$ cat src/verilog/cpu_params.svh
// Shared widths, sizes and instruction encodings for the pipeline core
// Include wherever a width or an opcode/funct code is needed
`ifndef CPU_PARAMS_SVH
`define CPU_PARAMS_SVH

// Datapath widths and sizes
`define CPU_WORD_W          32
`define CPU_REG_ADDR_W      5
`define CPU_REG_COUNT       32
`define CPU_DMEM_WORDS      64
`define CPU_DMEM_INDEX_W    6

// Opcodes in bits 31..26
`define CPU_OP_RTYPE        6'h00
`define CPU_OP_ADDI         6'h08
`define CPU_OP_ANDI         6'h0c
`define CPU_OP_ORI          6'h0d
`define CPU_OP_LUI          6'h0f
`define CPU_OP_LW           6'h23
`define CPU_OP_SW           6'h2b

// R-type funct codes in bits 5..0
`define CPU_FN_SLL          6'h00
`define CPU_FN_SRL          6'h02
`define CPU_FN_SYSCALL      6'h0c
`define CPU_FN_ADD          6'h20
`define CPU_FN_SUB          6'h22
`define CPU_FN_AND          6'h24
`define CPU_FN_OR           6'h25
`define CPU_FN_XOR          6'h26
`define CPU_FN_SLT          6'h2a

`endif
$ cat src/verilog/cpu_pkg.sv
// Common types of the pipeline core
// Modules pull these in by a wildcard import in their header
`include "cpu_params.svh"

package cpu_pkg;

    // ========================================
    // Vector types
    // ========================================

    // Data and instruction word
    typedef logic [`CPU_WORD_W-1:0] word_t;

    // Register index of the rs, rt and rd fields
    typedef logic [`CPU_REG_ADDR_W-1:0] reg_addr_t;

    // Raw immediate field of I-type words
    typedef logic [15:0] imm_t;

    // Word index into data memory
    typedef logic [`CPU_DMEM_INDEX_W-1:0] dmem_index_t;

    // ========================================
    // ALU operation
    // ========================================

    // ALU_ADD first so a cleared pipeline register decodes as add
    typedef enum logic [3:0] {
        ALU_ADD,
        ALU_SUB,
        ALU_AND,
        ALU_OR,
        ALU_XOR,
        ALU_SLT,
        ALU_SLL,
        ALU_SRL,
        ALU_LUI
    } alu_op_e;

endpackage

$ cat src/verilog/data_memory.sv
// Word-wide data memory of the memory stage
// Synchronous write, combinational read, contents not reset
`include "cpu_params.svh"

module data_memory
    import cpu_pkg::*;
(
    input  logic        clk,
    input  logic        wen,
    input  dmem_index_t index,
    input  word_t       wdata,
    output word_t       rdata
);

    word_t mem [0:`CPU_DMEM_WORDS-1];

    // Store on rising edge
    always_ff @(posedge clk) begin
        if (wen) begin
            mem[index] <= wdata;
        end
    end

    // Load data available in the same cycle
    assign rdata = mem[index];

endmodule

$ cat config.mk
export PLATFORM = sky130hd
export DESIGN_NAME = data_memory
export DESIGN_NICKNAME = d
export VERILOG_FILES = /design/src/verilog/cpu_pkg.sv /design/src/verilog/data_memory.sv
export VERILOG_INCLUDE_DIRS = /design/src /design/src/verilog
export SDC_FILE = /design/constraint.sdc
export NUM_CORES = 2
export LEC_CHECK = 0
export ABC_CLOCK_PERIOD_IN_PS = 3800
export CAP_MARGIN = 30
export CORE_MARGIN = 2
export CORE_UTILIZATION = 30
export CTS_BUF_LIST = sky130_fd_sc_hd__clkbuf_8 sky130_fd_sc_hd__clkbuf_16
export CTS_CLUSTER_SIZE = 40
export DETAILED_ROUTE_END_ITERATION = 12
export DONT_BUFFER_PORTS = 1
export PLACE_DENSITY = 0.52
export SLEW_MARGIN = 10
export SYNTH_ARGS = -nofsm -noshare
export SYNTH_HDL_FRONTEND = slang
export SYNTH_SLANG_ARGS = --single-unit
export TNS_END_PERCENT = 20
$ cat constraint.sdc
create_clock -name clk -period 3.8 [get_ports clk]
set_input_delay 0.19 -clock clk [delete_from_list [all_inputs] [get_ports clk]]
set_output_delay 0.19 -clock clk [all_outputs]
set_load 0.01 [all_outputs]
# After elaboration in Yosys (flattened, before gate mapping)
# Memory sizes are Yosys's and may differ from the RTL's.
# Index checks and enable logic that the tools add are counted.
[totals]
reg_bits = 0
elab_cells = 3
ramBits = 2048
inputBits = 40
output_inout_bits = 32
memories = 1
[classes]
n_mux = 2
[mem_list]
columns = ["name", "words", "width", "read_ports", "rd_clocked_by_memory_dff", "wr", "line_no", "text"]
rows = [
  ["mem", 64, 32, 1, 0, 1, "data_memory.sv:15", "word_t mem [0:`CPU_DMEM_WORDS-1];"],
]
[ops]
columns = ["cell", "count"]
rows = [
  ["two-way mux 1 bit", 2],
]

# Depth between registers and ports, before layout
[depth]
word_depth = 2
depth_mapped = 13
depth_no_buf = 6

# Least setup slack after synthesis
# No wires, ideal clock.
[synth_path]
path_kind = "input -> register"
startpoint = "input index[2]"
endpoint = "memory mem[15][0] (netlist bit) (enable)"
path_slack_ns = 0.371
path_stages = 8
required_time_ns = 3.379
path_buffers = 6
arrival_ns = 3.008
setup_time_ns = 0.421
path_cell_list = "buf_2 > buf_2 > buf_2 > buf_2 > buf_2 > buf_2 > nand3_1 > nor2_1"
[synth_rtl]
columns = ["item", "line_no", "text"]
rows = [
  ["from (decl)", "data_memory.sv:10", "input dmem_index_t index,"],
  ["to (decl)", "data_memory.sv:15", ""],
]
# No word-level cell before the write port.

# Final worst setup path
[layout_path]
startpoint = "input index[2]"
endpoint = "output rdata[14]"
[layout_via]
elab_chain_cells = 1
[layout_lines]
columns = ["item", "line_no", "text"]
rows = [
  ["memory read (64 x 32 bit)", "--", ""],
  ["to (decl)", "data_memory.sv:12", "output word_t rdata"],
]
# Every way passes these cells.

==> out/qor.yml <==
synthesis:
  synth.distinct_cells: 55
  netlist_instances: 4207
  synth.cell_area_um2: 78290
  synth_top_cell_area_share_pct: 78.56
  synthesis.nets: 4247
  ys_seq_elements: 2048
  synth_warnings: 0
  synth_top_cells_by_area: "edfxtp_1 (79%), mux2i_1 (3.3%), mux4_2 (2.8%), mux2_2 (2.1%), a221oi_1 (2.0%)"
  synth.most_common_cell: "edfxtp_1"
  synth_largest_area_cell: "edfxtp_1"
  yosysSeqAreaShare_pct: 78.56
  synth_edf_count: 2048
  synth.top_cells.by_count: "edfxtp_1 (2048), mux2i_1 (259), a22oi_1 (188)"
  avgSynthCellArea_um2: 18.61
  synth-async-reset-ratio_pct: 0
  synth_ff_type: "edfxtp_1"
sta:
  worstMarginPinSlew_ps: 1987
  setup_viol: 32
  slew_headroom_pct: -32.48
  min_period_ps: 4268
  drv_slew: 273
  fmax_mhz: 234.3
  rsz0062_at_grt: "false"
  period_share_pct: 112.3
  fin_ws_ps: -467.7
  finalHoldViolations: 0
  whs_ps: 82.82
die:
  start_util_pct: 30.17
  row_count: 187
  core_area_um2: 259500
  die_y_um: 514.8
  pin_count: 72
  dieArea_um2: 265100
  die_x_um: 514.8
cells_and_area:
  largest_reg_flops: 2048
  area_growth_pct: 17.54
  drive_gt1_share_pct: 19.40
  design_area_um2: 92020
  nFillCells: 24140
  fin_nets: 4468
  reg_top3: "mem (2048)"
  top_register: "mem"
global_route:
  antenna_found_initial: 6
  grt_pass1_wl_um: 321700
  grt_pass1_vias: 42040
  grt_max_degree: 435
  gr-usage-all-layers_pct: 16.75
  gr-total-overflow: 0
power_and_ir_drop:
  power_mw: 46.54
  pwr-share-seq_pct: 53.8
  ir_worst_vdd_uv: 452.0
  clkPwrFrac_pct: 41.0
  p_comb_share_pct: 5.2
  swShare_pct: 21.89
  p_int_mw: 36.35
  power.switching_mw: 10.19
  leakagePower_nw: 29.21
  power.density_nw_per_um2: 505.7
clocking:
  cts_buffer_depth: 3
  ctsHtreeMaxLevel: 4
  numClockSinks: 2048
  tritoncts: "done"
  cts_buffers: 196
  cts.reportedPaths.clkPinSlew_ps: 60
  post_cts_buffers: 0
  clockRootBuffer: "clkbuf_16"
critical_path:
  required_ps: 3610
  worst_setup_path_end_kind: "output port"
  cp-start-kind: "primary input"
  cp.arrival_ps: 4080
  crit_type: "in -> out"
  path_max_fanout: 434
routing:
  via_count: 42490
  initialDrtViolationCount: 5100
  wl_um: 226700
  ant_nets: 0
  drc: 0
  first_pass_iters: 5
  vias_per_cell: 5.310
  wire_per_inst_um: 28.34
flow_run:
  drv_cap: 0
status:
  status: "finished, violations left"
  violations: "slew limit, setup timing"
place:
  portBuffers: 0
  dpl_cell_area_um2: 84490
  gp_congestion: 0.8066
  dp_hpwl_um: 127700
hold_path:
  hp-class: "in -> reg"
## cell usage in the layout (no fill, tap or decap), types with 16 or more instances in the layout
cell	synthesis	layout
mux2i_1	259	257
buf_16	0	34
dlygate4sd3_1	0	36
buf_12	3	62
nor2_4	0	67
a221oi_1	175	175
mux2_2	147	147
clkinv_1	0	54
buf_4	8	183
mux4_2	96	96
o22a_1	70	70
a21oi_1	121	121
nand3_1	54	53
a211oi_1	17	17
a22o_1	66	66
o21ai_0	84	84
a222oi_1	16	16
a31oi_1	43	43
inv_1	1	41
nor3_1	22	19
nor2_1	145	77
nand2_1	28	27
edfxtp_1	2048	2048
o22ai_1	93	93
clkbuf_16	0	198
and3_1	85	85
clkinv_2	0	41
a22oi_1	188	188
## per-layer routing
metal | GRT usage, % | part of all wire [%] | up-vias
li1 | - | - | 18020
met1 | 23.79 | 44 | 22650
met2 | 27.04 | 48 | 1558
met3 | 2.528 | 6.3 | 267
met4 | 3.738 | 2.0 | 0
met5 | 0 | 0 | -
## critical path, cell delays in order
cell and delay [ps]:
nor2b_4 600, buf_12 240, a22o_1 240, a221oi_1 220
a211oi_1 190, buf_4 240, a2111oi_1 670, nand3_1 300
buf_4 230
## final cells by class
class	instances	area, µm²	area share [%]
flip-flops and latches	2048	61500	66.83
diodes	2	5.005	0.005439
repair buffers	321	3950	4.293
well taps	3402	4257	4.626
inverters	2	15.01	0.01632
clock buffers	198	4955	5.384
clock inverters	169	1264	1.373
multi-input cells	1859	16080	17.47
## cell families after synthesis
| kind of cell | count (synthesis) | share of synthesized area [%] |
|---|---|---|
| AOI/OAI and AO/OA | 933 | 8.733 |
| buffers and inverters | 300 | 1.696 |
| DFF | 2048 | 78.56 |
| muxes | 502 | 8.188 |
| and+or+nand+nor | 424 | 2.829 |
## power groups by stage
stage | Sequential [mW] | Combinational, mW | Clock, mW
after global routing | 25.0 | 2.55 | 20.3
after detailed placement | 25.5 | 1.87 | 0
after CTS | 25.0 | 2.42 | 19.5
after floorplan | 25.5 | 1.25 | 0
final | 25.0 | 2.43 | 19.1
after global placement | 25.5 | 1.87 | 0
## path summary, 6_finish.rpt
check	startpoint	end	slack (ps)	cells after the start
setup / recovery	index[2]	rdata[14]	-470	9
hold / removal	wen	mem[46][31]	80	4
## metrics by stage
step	utilization [%]	std cells	setup TNS [ps]	setup slack, ps
detailed placement	32.56	7563	0	343.2
floorplan	-	4207	0	371.3
global placement	32.54	7557	0	59.78
CTS	35.44	7998	0	9.225
finish	35.46	8001	-7231	-467.7
global route	35.46	8000	0	2.968
## timing repair
action	CTS	global route
hold endpoints to repair	2061	0
resized for setup	4	10
hold buffers	68	0
pin swaps	0	1
setup endpoints to repair	4	11
No activity file was read; power rests on OpenSTA's default activity.
