--- src/verilog/cpu_params.svh ---
// Shared widths, sizes and instruction encodings for the pipeline core
// Include wherever a width or an opcode/funct code is needed
`ifndef CPU_PARAMS_SVH
`define CPU_PARAMS_SVH

// Datapath widths and sizes
`define CPU_WORD_W          32
`define CPU_REG_ADDR_W      5
`define CPU_REG_COUNT       32
`define CPU_DMEM_WORDS      64
`define CPU_DMEM_INDEX_W    6

// Opcodes in bits 31..26
`define CPU_OP_RTYPE        6'h00
`define CPU_OP_ADDI         6'h08
`define CPU_OP_ANDI         6'h0c
`define CPU_OP_ORI          6'h0d
`define CPU_OP_LUI          6'h0f
`define CPU_OP_LW           6'h23
`define CPU_OP_SW           6'h2b

// R-type funct codes in bits 5..0
`define CPU_FN_SLL          6'h00
`define CPU_FN_SRL          6'h02
`define CPU_FN_SYSCALL      6'h0c
`define CPU_FN_ADD          6'h20
`define CPU_FN_SUB          6'h22
`define CPU_FN_AND          6'h24
`define CPU_FN_OR           6'h25
`define CPU_FN_XOR          6'h26
`define CPU_FN_SLT          6'h2a

`endif
--- src/verilog/cpu_pkg.sv ---
// Common types of the pipeline core
// Modules pull these in by a wildcard import in their header
`include "cpu_params.svh"

package cpu_pkg;

    // ========================================
    // Vector types
    // ========================================

    // Data and instruction word
    typedef logic [`CPU_WORD_W-1:0] word_t;

    // Register index of the rs, rt and rd fields
    typedef logic [`CPU_REG_ADDR_W-1:0] reg_addr_t;

    // Raw immediate field of I-type words
    typedef logic [15:0] imm_t;

    // Word index into data memory
    typedef logic [`CPU_DMEM_INDEX_W-1:0] dmem_index_t;

    // ========================================
    // ALU operation
    // ========================================

    // ALU_ADD first so a cleared pipeline register decodes as add
    typedef enum logic [3:0] {
        ALU_ADD,
        ALU_SUB,
        ALU_AND,
        ALU_OR,
        ALU_XOR,
        ALU_SLT,
        ALU_SLL,
        ALU_SRL,
        ALU_LUI
    } alu_op_e;

endpackage

--- src/verilog/register_file.sv ---
// General purpose register file with two read ports and one write port
// Read in decode, written from the write-back stage
`include "cpu_params.svh"

module register_file
    import cpu_pkg::*;
(
    input  logic      clk,
    input  logic      rst,
    input  reg_addr_t raddr0,
    input  reg_addr_t raddr1,
    output word_t     rdata0,
    output word_t     rdata1,
    input  logic      wen,
    input  reg_addr_t waddr,
    input  word_t     wdata
);

    // Storage for r1..r31 only
    word_t regs [1:`CPU_REG_COUNT-1];

    // Written on the rising edge and never for r0
    always_ff @(posedge clk or posedge rst) begin
        if (rst) begin
            for (int i = 1; i < `CPU_REG_COUNT; i++) begin
                regs[i] <= '0;
            end
        end else if (wen && (waddr != '0)) begin
            regs[waddr] <= wdata;
        end
    end

    // Combinational reads with r0 hardwired to zero
    assign rdata0 = (raddr0 == '0) ? '0 : regs[raddr0];
    assign rdata1 = (raddr1 == '0) ? '0 : regs[raddr1];

endmodule

--- config.mk ---
export PLATFORM = sky130hd
export DESIGN_NAME = register_file
export DESIGN_NICKNAME = d
export VERILOG_FILES = /design/src/verilog/cpu_pkg.sv /design/src/verilog/register_file.sv
export VERILOG_INCLUDE_DIRS = /design/src /design/src/verilog
export SDC_FILE = /design/constraint.sdc
export NUM_CORES = 2
export LEC_CHECK = 0
export BUFFER_PORTS_ARGS = -buffer_cell sky130_fd_sc_hd__clkbuf_2
export CORE_MARGIN = 3
export CORE_UTILIZATION = 24
export DETAILED_ROUTE_END_ITERATION = 8
export GPL_TIMING_DRIVEN = 1
export PLACE_DENSITY_LB_ADDON = 0.15
export SLEW_MARGIN = 20
export SYNTH_ARGS = -nofsm -noshare
export SYNTH_HDL_FRONTEND = slang
export SYNTH_SLANG_ARGS = --single-unit
--- constraint.sdc ---
create_clock -name clk -period 38 [get_ports clk]
set_input_delay 1.9 -clock clk [delete_from_list [all_inputs] [get_ports clk]]
set_output_delay 1.9 -clock clk [all_outputs]
set_load 0.1 [all_outputs]
# ---- Yosys cells after proc, flatten, opt, wreduce, memory -nomap -nowiden
# Index checks and enable logic that the tools add are counted.
dict set report word_totals {
  in_bits 50
  register_bits 992
}
dict set report classes {
  n_bitwise 3
  n_reduce_logical 5
  n_lt_le_gt_ge 4
  n_mux 11
}
# cell n
set ops {}
lappend ops {{$bwmux 992} 1}
lappend ops {{$bmux 32 s5} 2}
lappend ops {{$mux 32} 7}
lappend ops {{$demux 32 s5} 1}
lappend ops {{$ge 6x6->1 const B} 3}
lappend ops {{$not 5->6} 3}
lappend ops {{$logic_not 5->1} 2}
lappend ops {{$lt 6x1->1 const B} 1}
lappend ops {{$reduce_bool 5->1} 1}
lappend ops {{$logic_and 1x1->1} 2}

# ---- Logic depth before layout (Yosys ltp)
dict set report logic_depth {
  ltp_word 6
  depth_mapped 10
}

# ---- Worst setup path after synthesis
# Ideal clock, no wire load.
dict set report synth_path {
  path_kind {input port to output port}
  start {input raddr1[0]}
  end {output rdata1[0]}
  t_required_ns 36.100
  slack_ns 30.943
  cell_stages 8
  t_arrival_ns 5.157
  n_path_buf 3
  path_cell_list {buf_4 buf_4 nor2b_1 clkbuf_1 a221oi_1 nor3_1 a21oi_1 o21ai_0}
}
dict set report synth_between {
  elab_chain_len 5
  elab_cells_between_ends 6
}
# item line_no
set synth_lines {}
lappend synth_lines {{start, declared} register_file.sv:11} ;# input reg_addr_t raddr1,
lappend synth_lines {{$not 5->6 (implied by the code)} register_file.sv:35} ;# assign rdata1 = (raddr1 == '0) ? '0 : regs[raddr1];
lappend synth_lines {{$bmux 32 s5} register_file.sv:35}
lappend synth_lines {{$mux 32 (implied by the code) (2 in a row)} register_file.sv:35}
lappend synth_lines {{$mux 32 (*)} register_file.sv:35}
lappend synth_lines {{end, declared} register_file.sv:13} ;# output word_t rdata1,
# Mark *: on every way between the ends. The rest lies on a longest branch, timed or not. The select of a mux whose other input is x is not followed.

# ---- Worst setup path after layout
dict set report layout_path {
  start {input raddr1[1]}
  end {output rdata1[12]}
}
# Same word-level chain as after synthesis.

==> flow_metrics.py <==
metrics = {
    "global_route": {
        "track_usage_pct": 18.3,
        "antenna_found_initial": 12,
        "grt_pass1_vias": 36165,
        "grt_max_degree": 158,
        "overflow": 0,
        "grt_pass1_wl_um": 299000,
    },
    "yosys": {
        "avgSynthCellArea_sq_um": 14.2,
        "ys_warn_count": 0,
        "syn_nets": 3816,
        "synthCells": 3766,
        "synth-async-reset-ratio_pct": 100,
        "synth_edf_count": 0,
        "syn-cell-area_sq_mm": 0.0535,
        "ys_ff_latch": 992,
        "yosysUniqueCellTypes": 48,
        "ys_seq_area_share_pct": 46.4,
        "ys.flop_type": "dfrtp_1",
    },
    "critical_path": {
        "worstPathBufferInverterCount": 5,
        "path_max_fanout": 84,
        "worst-setup-path-type": "input pin to output pin",
        "cp_slowest_stage_delay_ps": 800,
        "worst_path_max_delay_cell": "o21ai_0",
        "path_delay_family": "buffers and inverters",
        "cp-end-kind": "output pin",
        "worst_setup_path_start_kind": "input pin",
        "crit_arrival_ps": 6560,
        "cp.required_ps": 36100,
        "cp_cell_sequence": "buf_8, buf_12, buf_4, buf_4, mux4_2, nor2_1, a21oi_1, a21oi_1, o21ai_0, clkbuf_2",
    },
    "sta": {
        "max_clock_freq_mhz": 118,
        "hold_violations": 0,
        "fin_worst_skew_ps": 0,
        "rsz0062_at_grt": "false",
        "drv_slew": 0,
        "tightest_slew_ps": 1150,
        "tns_ps": 0,
        "period_minus_slack_ps": 8460,
        "setup_viol": 0,
        "fin_ws_ps": 29540,
        "slew_headroom_pct": 23.2,
        "finalCritPeriodShare_pct": 22.3,
        "whs_ps": 523,
    },
    "clocking": {
        "clk_latency_ps": 740,
        "cts_setup_buffers": 0,
        "cts-hold-fix-buffers": 0,
        "root_buffer": "clkbuf_16",
        "clk_pin_slew_ps": 60,
        "cts_tree": "yes",
        "cts_buffer_depth": 3,
        "cts_buffers": 118,
        "cts_resized": 0,
        "ctsHtreeMaxLevel": 3,
        "cts_sinks": 992,
    },
    "power_and_ir_drop": {
        "power_switching_share_pct": 30.0,
        "p_leak_nw": 25.9,
        "vdd_drop_max_mv": 0.0315,
        "powerDensity_mw_per_mm2": 55.3,
        "p_int_mw": 2.37,
        "p_comb_share_pct": 22.3,
        "seqPwrFrac_pct": 41.9,
        "clock_power_share_pct": 35.8,
        "switching_power_mw": 1.02,
    },
    "job": {
        "maxCapViolCount": 0,
    },
    "routing": {
        "vias": 34203,
        "drtPass1Iterations": 5,
        "ant_nets": 0,
        "wl_met2_um": 107000,
        "vias_per_cell": 5.07,
        "wl_met1_um": 91200,
        "drt_iter0_drc": 2384,
        "wl_um": 211000,
        "drc": 0,
        "dr.max_layer_used": "met5",
        "wl_per_cell_um": 31.3,
        "wl_met3_um": 7570,
    },
    "placement": {
        "io_buffers": 113,
        "gp_congestion": 0.727,
        "dp_hpwl_um": 116000,
        "pre_cts_ws_ps": 29420,
    },
    "outcome": {
        "outcome": "complete, no violations",
    },
    "final_layout": {
        "nFillCells": 22362,
        "layout.nets": 3737,
        "finish.utilization_pct": 27.7,
        "multi_input_area_sq_mm": 0.0271,
        "final_common_cell": "mux2_2",
        "largest_reg_flops": 992,
        "ff_latch_area_sq_mm": 0.0248,
        "drive_gt1_share_pct": 50.4,
        "reg_top3": "regs (992)",
        "final_cell_mix": "1072 x mux2_2, 992 x dfrtp_1, 399 x mux4_2, 177 x nand2_1, 145 x mux2i_1",
        "top_register": "regs",
        "syn2layout_area_growth_pct": 14.4,
    },
    "floorplan": {
        "core_area_sq_mm": 0.221,
        "io-pin-count": 114,
        "die-area_sq_mm": 0.228,
        "fp.dieH_um": 478,
        "fp.dieW_um": 478,
        "start_util_pct": 24.2,
        "row_count": 172,
    },
    "hold_path": {
        "min_path_type": "register to register",
    },
}
metrics by stage:
stage	cell area, sq um	power [mW]	std cells
after floorplan	53500	1.99	3766
after global placement	57000	2.18	6522
after detailed placement	57000	2.19	6524
after CTS	61100	3.43	6748
after global routing	61200	3.54	6750
final	61200	3.38	6752
Yosys cell counts, types with 3 or more instances:
cell      count  area (sq um)
buf_4        32           240
nor2_1       67           251
buf_1        61           229
a41oi_1       3          26.3
a221oi_1     54           473
nor4_1        3          18.8
nor3b_1       4          30.0
nor3_1       37           185
a22oi_1      12          90.1
o211ai_1     39           293
o22ai_1       7          43.8
or3_1         3          18.8
mux4_2      399          8990
a21oi_1     115           576
a31oi_1       7          43.8
nand2_1     193           724
o32a_1       14           140
inv_1         7          26.3
clkbuf_1    195           732
nand3b_1      6          45.0
a311oi_1      5          43.8
mux2_2     1072         12100
buf_6         8          90.1
o221ai_1     15           131
buf_2       101           505
mux2i_1     145          1450
nor2b_1      57           357
o21ai_0      40           200
dfrtp_1     992         24800
nand3_1      43           215
mux4_1        9           236
cells by family after synthesis:
kind of cell           after synthesis  share of synthesized area, %
multiplexers                      1625                          42.5
flip-flops                         992                          46.4
AO/OA/AOI/OAI                      318                          3.95
buffers and inverters              406                          3.45
AND/OR/NAND/NOR                    425                          3.61
layer usage:
metal | track usage (%) | vias to the layer above
met3 | 2.11 | 239
li1 | - | 14218
met2 | 32.0 | 752
met1 | 23.6 | 18990
met5 | 0 | -
met4 | 5.18 | 4
path summary, 6_finish.rpt:
path                       startpoint    endpoint  slack, ps  cells past startpoint
min                         regs[160]   regs[160]        520                      1
max in group asynchronous         rst   regs[274]      33650                      5
max                         raddr1[1]  rdata1[12]      29540                     10
min reg2reg                 regs[160]   regs[160]        520                      1
min in group asynchronous         rst   regs[635]       1290                      2
max reg2reg                 regs[520]   regs[520]      37190                      1
cell type report:
class / instances / area share, %
timing repair buffer: 199 / 2.30
antenna: 3 / 0.0123
clock inverter: 40 / 0.820
clock buffer: 184 / 5.90
tap: 2958 / 6.05
sequential: 992 / 40.6
multi-input combinational: 2368 / 44.3
inverter: 8 / 0.0655
power groups by stage:
stage / Combinational [mW] / Sequential [mW] / Clock (mW)
final: 0.754 / 1.42 / 1.21
after global routing: 0.808 / 1.45 / 1.29
after CTS: 0.764 / 1.41 / 1.25
after detailed placement: 0.762 / 1.43 / 0
after global placement: 0.753 / 1.43 / 0
after floorplan: 0.607 / 1.38 / 0
(Power assumes the default switching activity.)
