`src/verilog/cpu_params.svh`:
```
// Shared widths, sizes and instruction encodings for the pipeline core
// Include wherever a width or an opcode/funct code is needed
`ifndef CPU_PARAMS_SVH
`define CPU_PARAMS_SVH

// Datapath widths and sizes
`define CPU_WORD_W          32
`define CPU_REG_ADDR_W      5
`define CPU_REG_COUNT       32
`define CPU_DMEM_WORDS      64
`define CPU_DMEM_INDEX_W    6

// Opcodes in bits 31..26
`define CPU_OP_RTYPE        6'h00
`define CPU_OP_ADDI         6'h08
`define CPU_OP_ANDI         6'h0c
`define CPU_OP_ORI          6'h0d
`define CPU_OP_LUI          6'h0f
`define CPU_OP_LW           6'h23
`define CPU_OP_SW           6'h2b

// R-type funct codes in bits 5..0
`define CPU_FN_SLL          6'h00
`define CPU_FN_SRL          6'h02
`define CPU_FN_SYSCALL      6'h0c
`define CPU_FN_ADD          6'h20
`define CPU_FN_SUB          6'h22
`define CPU_FN_AND          6'h24
`define CPU_FN_OR           6'h25
`define CPU_FN_XOR          6'h26
`define CPU_FN_SLT          6'h2a

`endif
```
`src/verilog/cpu_pkg.sv`:
```
// Common types of the pipeline core
// Modules pull these in by a wildcard import in their header
`include "cpu_params.svh"

package cpu_pkg;

    // ========================================
    // Vector types
    // ========================================

    // Data and instruction word
    typedef logic [`CPU_WORD_W-1:0] word_t;

    // Register index of the rs, rt and rd fields
    typedef logic [`CPU_REG_ADDR_W-1:0] reg_addr_t;

    // Raw immediate field of I-type words
    typedef logic [15:0] imm_t;

    // Word index into data memory
    typedef logic [`CPU_DMEM_INDEX_W-1:0] dmem_index_t;

    // ========================================
    // ALU operation
    // ========================================

    // ALU_ADD first so a cleared pipeline register decodes as add
    typedef enum logic [3:0] {
        ALU_ADD,
        ALU_SUB,
        ALU_AND,
        ALU_OR,
        ALU_XOR,
        ALU_SLT,
        ALU_SLL,
        ALU_SRL,
        ALU_LUI
    } alu_op_e;

endpackage

```
`src/verilog/alu.sv`:
```
// Integer ALU of the execute stage
// Overflow only reported when the decoder asks for a signed check
module alu
    import cpu_pkg::*;
(
    input  word_t   a,
    input  word_t   b,
    input  alu_op_e op,
    input  logic    ovf_check,
    output word_t   result,
    output logic    overflow
);

    word_t sum;
    word_t diff;
    logic  add_ovf;
    logic  sub_ovf;

    assign sum  = a + b;
    assign diff = a - b;

    // Signed overflow from operand signs against result sign
    assign add_ovf = (a[$bits(word_t)-1] == b[$bits(word_t)-1])
                   && (sum[$bits(word_t)-1] != a[$bits(word_t)-1]);
    assign sub_ovf = (a[$bits(word_t)-1] != b[$bits(word_t)-1])
                   && (diff[$bits(word_t)-1] != a[$bits(word_t)-1]);

    always_comb begin
        case (op)
            ALU_ADD: result = sum;
            ALU_SUB: result = diff;
            ALU_AND: result = a & b;
            ALU_OR:  result = a | b;
            ALU_XOR: result = a ^ b;
            ALU_SLT: result = {{($bits(word_t)-1){1'b0}}, ($signed(a) < $signed(b))};
            // Shift amount is b[4:0]
            ALU_SLL: result = a << b[4:0];
            ALU_SRL: result = a >> b[4:0];
            ALU_LUI: result = {b[15:0], 16'b0};
            default: result = sum;
        endcase
    end

    assign overflow = ovf_check
                    && (((op == ALU_ADD) && add_ovf) || ((op == ALU_SUB) && sub_ovf));

endmodule

```
`config.mk`:
```
export PLATFORM = sky130hd
export DESIGN_NAME = alu
export DESIGN_NICKNAME = d
export VERILOG_FILES = /design/src/verilog/cpu_pkg.sv /design/src/verilog/alu.sv
export VERILOG_INCLUDE_DIRS = /design/src /design/src/verilog
export SDC_FILE = /design/constraint.sdc
export NUM_CORES = 1
export LEC_CHECK = 0
export ABC_CLOCK_PERIOD_IN_PS = 7300
export BUFFER_PORTS_ARGS = -buffer_cell sky130_fd_sc_hd__buf_4
export CAP_MARGIN = 20
export CORE_ASPECT_RATIO = 1.1
export CORE_MARGIN = 5
export CORE_UTILIZATION = 38
export DETAILED_ROUTE_END_ITERATION = 8
export PLACE_DENSITY = 0.6
export SYNTH_ARGS = -nofsm -noshare
export SYNTH_HDL_FRONTEND = slang
export SYNTH_SLANG_ARGS = --single-unit
```
`constraint.sdc`:
```
create_clock -name vclk -period 7.3
set_input_delay 1.095 -clock vclk [all_inputs]
set_output_delay 1.095 -clock vclk [all_outputs]
set_load 0.05 [all_outputs]
```
# == After elaboration in Yosys (flattened, before gate mapping) ==
# Cells that the tools add are included.
# op_classes
n_addsub,2
order_cmp,1
n_eq_ne,12
n_shift,2
n_mux,1
bitwise_logic,3
reduce_logical,7
# ops
operator,count
one-hot mux 32 bit (8 select lines),1
adder 32 bit,1
bitwise AND 32 bit,1
< comparator 32 bit,1
bitwise OR 32 bit,1
left shift 32 x 5 -> 32 bit,1
>> shifter 32 x 5 -> 32 bit,1
subtractor 32 bit,1
XOR 32 bit,1
"== test 4 x 3 -> 1 bit, second input constant",4
"== test 4 x 2 -> 1 bit, second input constant",2
logical AND 1 bit,5
"== test 4 x 1 -> 1 bit, second input constant",1
"== test 4 bit, second input constant",1
logical NOT 4 bit,1
!= test 1 bit,3
== test 1 bit,1
logical OR 1 bit,1
# totals
register_bits,0
in_bits,69
out_inout_bits,33
elab_cells,28

# == Longest topological paths before layout ==
# depth
word_depth,6
mapped_depth,16
mapped_depth_nobuf,13

# == Worst setup path after synthesis ==
# Ideal clock, no wire load.
# synth_path
kind,input to output
start,input b[3]
end,output result[23]
t_arrival_ps,5114
t_required_ps,6205
path_slack_ps,1091
stages,13
n_path_buf,4
cell_sequence,clkbuf_1 > clkinv_1 > clkbuf_1 > buf_1 > ha_1 > buf_4 > or4_4 > a21oi_2 > nor2_2 > o211a_1 > o21ba_2 > a22o_1 > a211oi_1
# synth_between
elab_chain_len,2
elab_cells_between_ends,5
classes_between,add/sub (2); shift (2); mux (1)
# synth_lines
element,line_no,source
"start, declared",alu.sv:7,"input word_t b,"
adder 32 bit (tied with other cells),alu.sv:19,assign sum = a + b;
one-hot mux 32 bit (8 select lines) (*),alu.sv:29,case (op)
"end, declared",alu.sv:10,"output word_t result,"
# Mark *: on every way between the ends. The rest lies on a longest branch, timed or not.

# == Worst setup path in the final report ==
# layout_path
start,input b[2]
end,output result[29]
# The elaborated chain is that of the path after synthesis.

==> load_flow_metrics.sql <==
INSERT INTO impl_metrics (metric_group, metric, value, unit) VALUES
('timing', 'max_freq', '174', 'MHz'),
('die', 'row_count', '58', ''),
('power', 'power_frac_clock', '0', '%'),
('yosys', 'post_synth.cell_area_avg', '6.68', 'sq um'),
('yosys', 'register_area_share_after_synthesis', '0', '%'),
('critical_path', 'cp.required', '6.20', 'ns'),
('layout', 'share_of_post_route_cells_with_drive_strength_above_1', '15.3', '%'),
('critical_path', 'criticalPathCategory', 'in2out', ''),
('layout', 'clkbuf_count', '0', ''),
('die', 'dieHeight', '169', 'um'),
('die', 'pin_count', '102', ''),
('yosys', 'syn-cell-area', '8700', 'sq um'),
('critical_path', 'cpLargestDelayFamily', 'compound AO/OA/AOI/OAI gates', ''),
('critical_path', 'setup.worst_path.end_class', 'output port', ''),
('layout', 'multi_input_area', '7860', 'sq um'),
('timing', 'transition_at_the_pin_with_the_smallest_max_transition_slack', '1.14', 'ns'),
('placement', 'buffer_ports.inserted', '102', ''),
('timing', 'grt_setup_unrepaired', 'no', ''),
('timing', 'timing.slew.headroom', '23.8', '%'),
('die', 'floorplan.die_area', '26000', 'sq um'),
('grt', 'grt_pass1_wl', '61300', 'um'),
('power', 'ir_drop', '0.0824', 'mV'),
('placement', 'placed_cells', '1619', ''),
('layout', 'fill_cells', '2430', ''),
('routing', 'post_drt_via_cell_ratio', '6.58', ''),
('routing', 'dr_total_vias', '10652', ''),
('layout', 'flops_and_latches', '0', ''),
('critical_path', 'cp_slowest_cell', 'sky130_fd_sc_hd__buf_4', ''),
('die', 'die_width', '154', 'um'),
('timing', 'tns', '0', 'ns'),
('layout', 'layout_commonest_cell', 'sky130_fd_sc_hd__nor2_1', ''),
('power', 'power.switching', '630', 'uW'),
('die', 'floorplan.initialDensity', '38.3', '%'),
('power', 'sequentialPowerShare', '0', '%'),
('critical_path', 'number_of_buffers_and_inverters_on_the_critical_path', '3', ''),
('grt', 'maximum_number_of_pins_on_one_net_before_global_route_repair', '80', ''),
('grt', 'via_count_of_the_first_global_routing_pass', '10001', ''),
('placement', 'place.detailed.hpwl', '32100', 'um'),
('grt', 'grt_resource_usage_total', '29.6', '%'),
('layout', 'area_growth_synth_to_finish', '9.32', '%'),
('power', 'cellLeakagePower', '4.06', 'nW'),
('power', 'power_density', '98.6', 'nW/um^2'),
('layout', 'final_cell_mix', 'sky130_fd_sc_hd__nor2_1 (144), sky130_fd_sc_hd__a21oi_1 (126), sky130_fd_sc_hd__buf_4 (120)', ''),
('timing', 'period_needed', '5.76', 'ns'),
('min_path', 'hold_path.class', 'in2out', ''),
('timing', 'share_of_the_clock_period_used_by_the_worst_path_after_layout', '78.9', '%'),
('flow_run', 'cap_viol_max_count', '0', ''),
('outcome', 'run_status', 'completed', ''),
('clock_tree', 'cts_resized', '0', ''),
('timing', 'hold_violations', '0', ''),
('power', 'p_int', '308', 'uW'),
('layout', 'nNetsFinal', '1489', ''),
('timing', 'final-setup-viol-count', '0', ''),
('clock_tree', 'cts_hold_buffers', '0', ''),
('die', 'core', '22700', 'sq um'),
('layout', 'ff_latch_area', '0', 'sq um'),
('placement', 'finalWeightedCongestion', '1.04', ''),
('layout', 'fin_cells', '1619', ''),
('grt', 'globalRoute.totalOverflow', '0', ''),
('layout', 'utilization', '41.9', '%'),
('critical_path', 'crit_path_max_fanout', '62', ''),
('critical_path', 'endpoint_arrival_time_on_the_critical_path', '4.67', 'ns'),
('routing', 'drt_first_pass_iters', '6', ''),
('critical_path', 'crit_path_cell_trace', 'buf_4 -> inv_1 -> ha_1 -> o211ai_1 -> o21bai_1 -> o211ai_2 -> a21oi_1 -> o211ai_1 -> a41oi_1 -> o21ai_0 -> nor2b_1 -> o22ai_1 -> buf_4', ''),
('clock_tree', 'cts_post_setup_buffers_inserted', '0', ''),
('timing', 'finalMaxSlewViolations', '0', ''),
('power', 'fraction_of_power_consumed_by_combinational_cells', '100.0', '%'),
('routing', 'drtIter0Drc', '1197', ''),
('critical_path', 'setup.worst_path.start_class', 'primary input', ''),
('routing', 'drtAntennaViolNets', '0', ''),
('yosys', 'yosys-top-cells-area', 'sky130_fd_sc_hd__ha_1 (14%), sky130_fd_sc_hd__a21oi_1 (7.2%), sky130_fd_sc_hd__mux2i_1 (7.1%), sky130_fd_sc_hd__nor2_1 (6.2%), sky130_fd_sc_hd__o21ai_0 (5.3%)', '');
-- cell usage after synthesis (8+ instances only) --
cell	count
sky130_fd_sc_hd__nor2_1	144
sky130_fd_sc_hd__a21oi_1	126
sky130_fd_sc_hd__inv_1	99
sky130_fd_sc_hd__nand2_1	99
sky130_fd_sc_hd__ha_1	97
sky130_fd_sc_hd__o21ai_0	92
sky130_fd_sc_hd__mux2i_1	62
sky130_fd_sc_hd__clkbuf_1	54
sky130_fd_sc_hd__buf_2	33
sky130_fd_sc_hd__nor3_1	30
sky130_fd_sc_hd__nand3_1	26
sky130_fd_sc_hd__a221oi_1	25
sky130_fd_sc_hd__o22ai_1	24
sky130_fd_sc_hd__a211oi_1	23
sky130_fd_sc_hd__mux2_2	23
sky130_fd_sc_hd__a22oi_1	22
sky130_fd_sc_hd__o211ai_1	21
sky130_fd_sc_hd__mux4_2	17
sky130_fd_sc_hd__nor2b_1	15
sky130_fd_sc_hd__a21o_1	14
sky130_fd_sc_hd__a31oi_1	14
sky130_fd_sc_hd__o31ai_1	13
sky130_fd_sc_hd__o2111ai_1	12
sky130_fd_sc_hd__o21bai_1	11
sky130_fd_sc_hd__a211o_1	10
sky130_fd_sc_hd__a221o_1	9
sky130_fd_sc_hd__and2_1	9
sky130_fd_sc_hd__o21ai_1	9
sky130_fd_sc_hd__or3_1	9
sky130_fd_sc_hd__nand4_1	8
sky130_fd_sc_hd__o221ai_1	8
-- final cells by class --
cell class	instances	share of cell area [%]
inverters	102	4.02
multi-input cells	1097	82.6
well taps	300	3.95
repair buffers	120	9.47
-- per-layer routing --
metal	part of all wire, %	track usage, %	up-vias
li1	-	-	4917
met1	41	39.8	5071
met2	44	46.4	551
met3	8.1	2.91	113
met4	6.9	16.5	0
met5	0	0	-
-- final timing paths --
check	from	endpoint	slack [ns]	depth (start not counted)
max	b[2]	result[29]	1.54	13
min	ovf_check	overflow	2.55	3
-- through the flow --
stage	power (mW)	hold WS (ns)	setup slack (ns)	area (sq um)
finish	0.938	2.55	1.54	9510
global route	0.998	2.58	1.32	9510
CTS	0.920	2.56	1.62	9510
detailed placement	0.916	2.55	1.62	9510
global placement	0.915	2.55	1.67	9510
floorplan	0.626	2.45	1.09	8700
-- power groups by stage --
| stage | Sequential, mW | Combinational [mW] | Clock (mW) |
|---|---|---|---|
| finish | 0 | 0.938 | 0 |
| global placement | 0 | 0.915 | 0 |
| CTS | 0 | 0.920 | 0 |
| detailed placement | 0 | 0.916 | 0 |
| global route | 0 | 0.998 | 0 |
| floorplan | 0 | 0.626 | 0 |
-- cells by family (layout without fill, tap and decap cells) --
kind of cell / count (synthesis) / count (layout) / synth area share (%)
AO/OA/AOI/OAI: 505 / 505 / 39.7
XOR/XNOR: 4 / 4 / 0.403
adder cells (fa/ha/maj): 99 / 99 / 14.4
buffers and inverters: 206 / 222 / 10.2
multiplexers: 103 / 103 / 14.7
AND/OR/NAND/NOR: 386 / 386 / 20.6
(Power assumes the default switching activity.)
