File: config.mk
export PLATFORM = sky130hd
export DESIGN_NAME = control_unit
export DESIGN_NICKNAME = d
export VERILOG_FILES = /design/src/verilog/cpu_pkg.sv /design/src/verilog/control_unit.sv
export VERILOG_INCLUDE_DIRS = /design/src /design/src/verilog
export SDC_FILE = /design/constraint.sdc
export NUM_CORES = 1
export LEC_CHECK = 0
export BUFFER_PORTS_ARGS = -buffer_cell sky130_fd_sc_hd__buf_2
export CAP_MARGIN = 25
export CORE_MARGIN = 5
export CORE_UTILIZATION = 35
export DETAILED_ROUTE_END_ITERATION = 10
export PLACE_DENSITY = 0.9
export SLEW_MARGIN = 20
export SYNTH_ARGS = -nofsm -noshare
export SYNTH_HDL_FRONTEND = slang
export SYNTH_SLANG_ARGS = --single-unit
File: constraint.sdc
create_clock -name vclk -period 2.9
set_input_delay 0.58 -clock vclk [all_inputs]
set_output_delay 0.58 -clock vclk [all_outputs]
set_load 0.05 [all_outputs]
File: src/verilog/cpu_params.svh
// Shared widths, sizes and instruction encodings for the pipeline core
// Include wherever a width or an opcode/funct code is needed
`ifndef CPU_PARAMS_SVH
`define CPU_PARAMS_SVH

// Datapath widths and sizes
`define CPU_WORD_W          32
`define CPU_REG_ADDR_W      5
`define CPU_REG_COUNT       32
`define CPU_DMEM_WORDS      64
`define CPU_DMEM_INDEX_W    6

// Opcodes in bits 31..26
`define CPU_OP_RTYPE        6'h00
`define CPU_OP_ADDI         6'h08
`define CPU_OP_ANDI         6'h0c
`define CPU_OP_ORI          6'h0d
`define CPU_OP_LUI          6'h0f
`define CPU_OP_LW           6'h23
`define CPU_OP_SW           6'h2b

// R-type funct codes in bits 5..0
`define CPU_FN_SLL          6'h00
`define CPU_FN_SRL          6'h02
`define CPU_FN_SYSCALL      6'h0c
`define CPU_FN_ADD          6'h20
`define CPU_FN_SUB          6'h22
`define CPU_FN_AND          6'h24
`define CPU_FN_OR           6'h25
`define CPU_FN_XOR          6'h26
`define CPU_FN_SLT          6'h2a

`endif
File: src/verilog/cpu_pkg.sv
// Common types of the pipeline core
// Modules pull these in by a wildcard import in their header
`include "cpu_params.svh"

package cpu_pkg;

    // ========================================
    // Vector types
    // ========================================

    // Data and instruction word
    typedef logic [`CPU_WORD_W-1:0] word_t;

    // Register index of the rs, rt and rd fields
    typedef logic [`CPU_REG_ADDR_W-1:0] reg_addr_t;

    // Raw immediate field of I-type words
    typedef logic [15:0] imm_t;

    // Word index into data memory
    typedef logic [`CPU_DMEM_INDEX_W-1:0] dmem_index_t;

    // ========================================
    // ALU operation
    // ========================================

    // ALU_ADD first so a cleared pipeline register decodes as add
    typedef enum logic [3:0] {
        ALU_ADD,
        ALU_SUB,
        ALU_AND,
        ALU_OR,
        ALU_XOR,
        ALU_SLT,
        ALU_SLL,
        ALU_SRL,
        ALU_LUI
    } alu_op_e;

endpackage

File: src/verilog/control_unit.sv
// Purely combinational instruction decoder
// Turns one instruction word into the controls latched by the ID/EX register
`include "cpu_params.svh"

module control_unit
    import cpu_pkg::*;
(
    input  word_t     inst,
    output alu_op_e   alu_op,
    output logic      a_from_rt,
    output logic      b_from_imm,
    output word_t     imm_word,
    output reg_addr_t rf_waddr,
    output logic      rf_wen,
    output logic      wb_from_mem,
    output logic      dm_wen,
    output logic      syscall,
    output logic      ovf_check
);

    logic [5:0] opcode;
    logic [5:0] funct;
    logic [4:0] shamt;
    reg_addr_t  rt;
    reg_addr_t  rd;
    imm_t       imm;
    logic       dest_is_rd;
    logic       writes_reg;

    // Instruction fields
    assign opcode = inst[31:26];
    assign rt     = inst[20:16];
    assign rd     = inst[15:11];
    assign shamt  = inst[10:6];
    assign funct  = inst[5:0];
    assign imm    = inst[15:0];

    always_comb begin
        // Default is a no-op that also covers unknown codes
        alu_op      = ALU_ADD;
        a_from_rt   = 1'b0;
        b_from_imm  = 1'b0;
        imm_word    = {{(`CPU_WORD_W-16){1'b0}}, imm};
        dest_is_rd  = 1'b0;
        writes_reg  = 1'b0;
        wb_from_mem = 1'b0;
        dm_wen      = 1'b0;
        syscall     = 1'b0;
        ovf_check   = 1'b0;
        case (opcode)
            `CPU_OP_RTYPE: begin
                dest_is_rd = 1'b1;
                writes_reg = 1'b1;
                case (funct)
                    `CPU_FN_ADD: begin
                        alu_op    = ALU_ADD;
                        ovf_check = 1'b1;
                    end
                    `CPU_FN_SUB: begin
                        alu_op    = ALU_SUB;
                        ovf_check = 1'b1;
                    end
                    `CPU_FN_AND: alu_op = ALU_AND;
                    `CPU_FN_OR:  alu_op = ALU_OR;
                    `CPU_FN_XOR: alu_op = ALU_XOR;
                    `CPU_FN_SLT: alu_op = ALU_SLT;
                    `CPU_FN_SLL, `CPU_FN_SRL: begin
                        // Shift rt by shamt carried on the immediate path
                        alu_op     = (funct == `CPU_FN_SLL) ? ALU_SLL : ALU_SRL;
                        a_from_rt  = 1'b1;
                        b_from_imm = 1'b1;
                        imm_word   = {{(`CPU_WORD_W-5){1'b0}}, shamt};
                    end
                    `CPU_FN_SYSCALL: begin
                        writes_reg = 1'b0;
                        syscall    = 1'b1;
                    end
                    default: writes_reg = 1'b0;
                endcase
            end
            `CPU_OP_ADDI: begin
                b_from_imm = 1'b1;
                writes_reg = 1'b1;
                ovf_check  = 1'b1;
                imm_word   = {{(`CPU_WORD_W-16){imm[15]}}, imm};
            end
            `CPU_OP_ANDI, `CPU_OP_ORI: begin
                // Zero-extended immediate from the default
                alu_op     = (opcode == `CPU_OP_ANDI) ? ALU_AND : ALU_OR;
                b_from_imm = 1'b1;
                writes_reg = 1'b1;
            end
            `CPU_OP_LUI: begin
                alu_op     = ALU_LUI;
                b_from_imm = 1'b1;
                writes_reg = 1'b1;
            end
            `CPU_OP_LW, `CPU_OP_SW: begin
                // Address is rs plus sign-extended offset
                b_from_imm  = 1'b1;
                imm_word    = {{(`CPU_WORD_W-16){imm[15]}}, imm};
                writes_reg  = (opcode == `CPU_OP_LW);
                wb_from_mem = (opcode == `CPU_OP_LW);
                dm_wen      = (opcode == `CPU_OP_SW);
            end
            default: ;
        endcase
    end

    // Destination select that drops writes to r0
    assign rf_waddr = dest_is_rd ? rd : rt;
    assign rf_wen   = writes_reg && (rf_waddr != '0);

endmodule

# Yosys cells after proc, flatten, opt, wreduce, memory -nomap -nowiden
# Index checks and enable logic that the tools add are counted.
dict set report word_totals {
  register_bits 0
  elab_cells 45
}
dict set report classes {
  reduce_logical 12
  mux 19
  n_eq_ne 14
}
# op n
set op_table {}
lappend op_table {{$pmux 32 s2} 1}
lappend op_table {{$eq 6x6->1 const B} 8}
lappend op_table {{$eq 6x4->1 const B} 5}
lappend op_table {{$pmux 3 s6} 1}
lappend op_table {{$mux 16} 1}
lappend op_table {{$logic_not 6->1} 2}
lappend op_table {{$pmux 4 s3} 1}
lappend op_table {{$mux 1} 11}
lappend op_table {{$reduce_or 2->1} 4}
lappend op_table {{$reduce_or 8->1} 1}
lappend op_table {{$eq 6x2->1 const B} 1}
lappend op_table {{$reduce_or 6->1} 1}
lappend op_table {{$mux 5} 1}
lappend op_table {{$reduce_bool 5->1} 1}
lappend op_table {{$pmux 1 s2} 2}
lappend op_table {{$reduce_or 4->1} 1}
lappend op_table {{$pmux 1 s3} 1}
lappend op_table {{$reduce_or 3->1} 1}
lappend op_table {{$logic_and 1x1->1} 1}

# Longest topological paths before layout
# Gate-level depths: netlist (run 1).
dict set report depth {
  word_depth 5
  depth_mapped 6
  depth_no_buf 4
}

# Worst setup path after synthesis (run 1)
# Ideal clock, no wire load.
dict set report synth_path {
  kind {in2out}
  start {in inst[28]}
  end {out alu_op[2]}
  n_path_buf 1
  stages 4
  path_slack_ps -645
  arrival_ps 2965
  required_ps 2320
  cell_sequence {or4_4 -> or2_1 -> buf_6 -> nor4_1}
}
dict set report synth_between {
  elab_chain_len 3
  word_cells_on_any_way 6
  classes_between {eq/ne: 3; mux: 1; reduce/logical: 2}
}
# item line_no
set synth_rtl {}
lappend synth_rtl {{start, declared} control_unit.sv:8} ;# input word_t inst,
lappend synth_rtl {{$eq 6x4->1} control_unit.sv:50} ;# case (opcode)
lappend synth_rtl {{$reduce_or 2->1} n/a}
lappend synth_rtl {{$pmux 4 s3 *} control_unit.sv:50}
lappend synth_rtl {{end, declared} control_unit.sv:9} ;# output alu_op_e alu_op,
# Every way passes the cells marked *; elsewhere a longest branch is shown, timed or not.

# Worst setup path in the final report (run 1)
dict set report layout_path {
  start {in inst[28]}
  end {out alu_op[0]}
}
dict set report layout_between {
  elab_chain_len 3
  word_cells_on_any_way 7
  classes_between {eq/ne: 3; mux: 2; reduce/logical: 2}
}
# item line_no
set layout_rtl {}
lappend layout_rtl {{$eq 6x4->1} control_unit.sv:50}
lappend layout_rtl {{$mux 1 or $reduce_or 2->1 (tied branches)} n/a}
lappend layout_rtl {{$pmux 4 s3 *} control_unit.sv:50}
# Marks and branches as above.

==> qor.txt, run 1 <==
Post-synth top cells -> buf_4 (16), nor2b_1 (13), nor3_1 (10), mux2_2 (6), a21o_1 (5)
setup bufs post-CTS -> 0
status -> finished, final reports clean
Max VDD drop -> 0.136 mV
post-route setup slack -> 0.0650 ns
boundary pin count -> 80
via count -> 928
crit-path max FO -> 3
fmax -> 353 MHz
Setup violations, final -> 0
Synth area leader -> buf_4
Via density -> 4.94
port buffer count -> 75
Mapped Cells -> 100
P&R area growth vs syn -> 51.7%
min-delay worst type -> in2out
share of cells above drive strength 1 -> 62.1%
RePlAce Congestion -> 0.736
final WL -> 2.39 mm
fillcell total -> 190
num sequential -> 0
Tcrit/Tclk final -> 97.8%
gr ovfl total -> 0
Detail Route Antenna Nets -> 0
HPWL after detailed placement -> 2.02 mm
fin util -> 54.2%
Die H -> 54.1 um
Mapped Nets -> 132
pwr dens -> 171 nW/um^2
first-pass GRT wire length -> 3.43 mm
syn_area_per_cell -> 6.79 um^2
Iteration-0 DRC Markers -> 12
post-synthesis sequential area ratio -> 0%
final setup TNS -> 0 ns
worst path arrival time -> 2.26 ns
Final Max Tran Viols -> 0
number of cell rows -> 16
post-cts gate resize count -> 0
pin slew with the least headroom to its limit -> 0.352 ns
core footprint -> 1900 um^2
Initial Util -> 35.7%
hold_buf cts -> 0
DRC viols -> 0
leakage -> 0.592 nW
RSZ-0062 raised after global routing -> no
Max Cap Viol -> 0
Antenna diodes -> 0
Worst slew margin -> 76.5%
Synth Cell Area -> 679 um^2
Synth Warn # -> 0
full die area -> 2920 um^2
startpoint types -> input pin
pre-CTS setup slack -> 0.0367 ns
most common cell in the netlist -> buf_4
top cell type's share of synthesized area -> 17.7%
Worst Setup End Kind -> output port
drt pass-1 iters -> 4
total power -> 0.177 mW
post-DR wirelength/cell -> 12.7 um
Post-Layout Inst Area -> 1030 um^2
number of global-route vias before repair -> 802
Final Critical Period -> 2.84 ns
Crit Path Class -> in2out
Storage cell area -> 0 um^2
overall routing resource usage -> 14.9%
clock buf count -> 0
top area cells in the synthesized netlist -> buf_4 (18%), nor2b_1 (12%), mux2_2 (9.9%)
Synth cell types -> 34
Post-DP Area -> 1010 um^2
width of the die -> 54.1 um
Critical Path RT -> 2.32 ns
layout net count -> 195
Hold Vio Cnt, Final -> 0
area of the multi-input gates -> 542 um^2
pin count of the biggest net entering global routing -> 17
antenna violations before repair -> 0
-- path summary, 6_finish.rpt --
check / end / cells after the start / slack [ns] / from
min: imm_word[5] / 2 / 1.54 / inst[5]
max: alu_op[0] / 6 / 0.06 / inst[28]
-- per-layer routing --
layer	vias up	GRT usage [%]	part of all wire (%)
met4	0	2.07	1.5
met5	-	0	0
met2	49	29.0	48
met1	407	17.8	40
met3	4	1.11	11
li1	468	-	-
-- placed cells by master (no fill, tap or decap), drive strengths merged, types with 2 or more instances in the layout --
master   n
inv      2
o21bai   2
nor2b   13
buf     79
and3     2
clkbuf   4
a311o    2
nand3    2
nor3    10
a21o     5
nor2     4
mux2     6
xor2     2
or2      4
nor4     3
nand2    3
a31oi    2
o21ai    2
or4      3
-- logic make-up after synthesis --
group	synth area share [%]
compound gates	19.9
xor+xnor	3.87
buf+inv	24.3
mux	9.94
simple gates	42.0
-- per-stage QoR --
| step | instances | hold slack [ns] |
|---|---|---|
| 3_5_place_dp | 188 | 1.54 |
| 3_3_place_gp | 188 | 1.53 |
| 4_1_cts | 188 | 1.54 |
| 2_1_floorplan | 100 | 1.26 |
| 6_report | 188 | 1.54 |
| 5_1_grt | 188 | 1.56 |
-- final cells by class --
| class | instances | share of cell area (%) |
|---|---|---|
| Multi-Input combinational cell | 76 | 52.5 |
| Inverter | 2 | 0.728 |
| Tap cell | 27 | 3.28 |
| Timing Repair Buffer | 83 | 43.4 |
-- critical path, cell delays in order --
cell and delay [ns]:
buf_2 0.11, or4_4 0.55, or2_1 0.24, a311o_1 0.37, o21ai_2 0.14, buf_2 0.27
-- where the power goes --
group	switching, mW	internal (mW)
Combinational	0.122	0.0544
Sequential	0	0
Clock	0	0
(Power assumes the default switching activity.)
==> run 2: changes to the inputs <==
- CORE_UTILIZATION: 35 -> 32
- PLACE_DENSITY: 0.9 -> 0.87
- clock period: 2.9 -> 2.5 ns (I/O delays scaled with it)
==> qor.txt, run 2 (synthesis results as in run 1) <==
highest metal used -> met4
Non-Filler Instances -> 202 (+7.4%)
worst path arrival time -> 2.14 ns (-0.12 ns)
pwr dens -> 184 nW/um^2 (+7.3%)
clock buf count -> 0 (unchanged)
startpoint types -> input pin
Worst Setup End Kind -> output port
most frequent cells in the layout -> buf_2 (42), buf_4 (21), buf_6 (16), clkbuf_4 (15)
antenna violations before repair -> 0 (unchanged)
Tcrit/Tclk final -> 106%
Max VDD drop -> 0.154 mV (+14%)
boundary pin count -> 80 (unchanged)
layout net count -> 209 (+7.2%)
final setup TNS -> -0.756 ns (-0.756 ns)
Via density -> 5.37 (+8.8%)
gr ovfl total -> 0 (unchanged)
Hold Vio Cnt, Final -> 0 (unchanged)
Setup violations, final -> 18 (+18)
largest stage delay on the critical path -> 0.55 ns (about the same)
Detail Route Antenna Nets -> 0 (unchanged)
CP top delay family -> simple AND/OR/NAND/NOR gates
drt pass-1 iters -> 4 (unchanged)
failing checks -> negative setup slack
status -> finished, violations left
Crit Path Class -> in2out
HPWL after detailed placement -> 2.38 mm (+18%)
Antenna diodes -> 0 (unchanged)
Iteration-0 DRC Markers -> 43 (+31)
crit-path max FO -> 3 (unchanged)
Final Critical Period -> 2.64 ns
pin count of the biggest net entering global routing -> 17 (unchanged)
min-delay worst type -> in2out
buffer and inverter count on the worst path -> 2 (unchanged)
pre-CTS setup slack -> -0.255 ns (-0.291 ns)
Fin Hold WS -> 1.34 ns (-0.195 ns)
post-route setup slack -> -0.141 ns (-0.206 ns)
Die H -> 56.1 um (+3.7%)
Initial Util -> 33.9% (-1.8 points)
core footprint -> 2000 um^2 (+5.3%)
width of the die -> 56.1 um (+3.7%)
hold_buf cts -> 0 (unchanged)
full die area -> 3140 um^2 (+7.6%)
Worst slew margin -> 78.3% (+1.8 points)
Storage cell area -> 0 um^2 (unchanged)
P&R area growth vs syn -> 106%
met3 wire length -> 307 um (+21%)
RePlAce Congestion -> 0.800 (+8.7%)
pin slew with the least headroom to its limit -> 0.322 ns (-0.0300 ns)
share of cells above drive strength 1 -> 73.1% (+11 points)
Critical Path RT -> 2.00 ns (-0.32 ns)
number of global-route vias before repair -> 1124 (+40%)
port buffer count -> 75 (unchanged)
leakage -> 0.695 nW (+17%)
post-DR wirelength/cell -> 16.8 um (+32%)
total length of routed met2 wires -> 1.82 mm (+60%)
Most common cell on crit path -> buf_6
fmax -> 379 MHz
Final Max Tran Viols -> 0 (unchanged)
RSZ-0062 raised after global routing -> yes
Levels on crit path -> 6 (unchanged)
DRC viols -> 0 (unchanged)
M1 WL -> 1.14 mm (+19%)
via count -> 1085 (+17%)
final WL -> 3.39 mm (+42%)
first-pass GRT wire length -> 5.18 mm (+51%)
WHS Path Cells -> 3 (+1)
Worst path slowest cell -> or4_4
# placed instances -> 200 (+6.4%)
number of cell rows -> 16 (unchanged)
overall routing resource usage -> 19.6% (+4.7 points)
Max Cap Viol -> 0 (unchanged)
worst-path cell chain -> buf_6 -> or4_4 -> or2_4 -> a311o_1 -> a31oi_4 -> buf_6
most common cell after layout, fill and taps aside -> buf_2
num sequential -> 0 (unchanged)
==> run 2: cell count changes in the layout (fill, tap and decap cells not counted), sizes merged <==
cell and change:
clkbuf +11, buf +2, and3 +1
==> run 2: final timing paths <==
kind | from | endpoint | slack, ns
setup / recovery | inst[28] | rf_wen | -0.14
hold / removal | inst[10] | imm_word[4] | 1.34
==> run 2: power breakdown <==
part / switching, mW / total (mW) / internal [mW]
combinational: 0.161 / 0.257 / 0.0956
sequential: 0 / 0 / 0
clock: 0 / 0 / 0
total: 0.161 / 0.257 / 0.0956
==> run 2: repair_timing <==
action,CTS,global route
setup endpoints to repair,42,43
pin swaps,1,1
cloned,0,1
gates resized for setup,36,26
buffers inserted,1,0
==> run 2: per-layer routing <==
layer  up-vias  global-route usage, %
li1        499                      -
met1       505                   19.3
met2        69                   37.6
met3        12                   5.10
met4         0                   8.47
met5         -                      0
==> run 2: area by class of cell <==
| class | count | area, um^2 |
|---|---|---|
| timing repair buffer | 96 | 696 |
| multi-input combinational | 77 | 659 |
| fill | 150 | 606 |
| tap | 27 | 33.8 |
| inverter | 2 | 7.51 |
==> run 2: per-stage QoR <==
stage	util [%]	power, mW	cell area (um^2)
after CTS	65.7	0.246	1320
after global routing	69.8	0.270	1400
final	69.8	0.257	1400
after global placement	59.4	0.221	1190
after detailed placement	59.4	0.227	1190
after floorplan	-	0.149	774
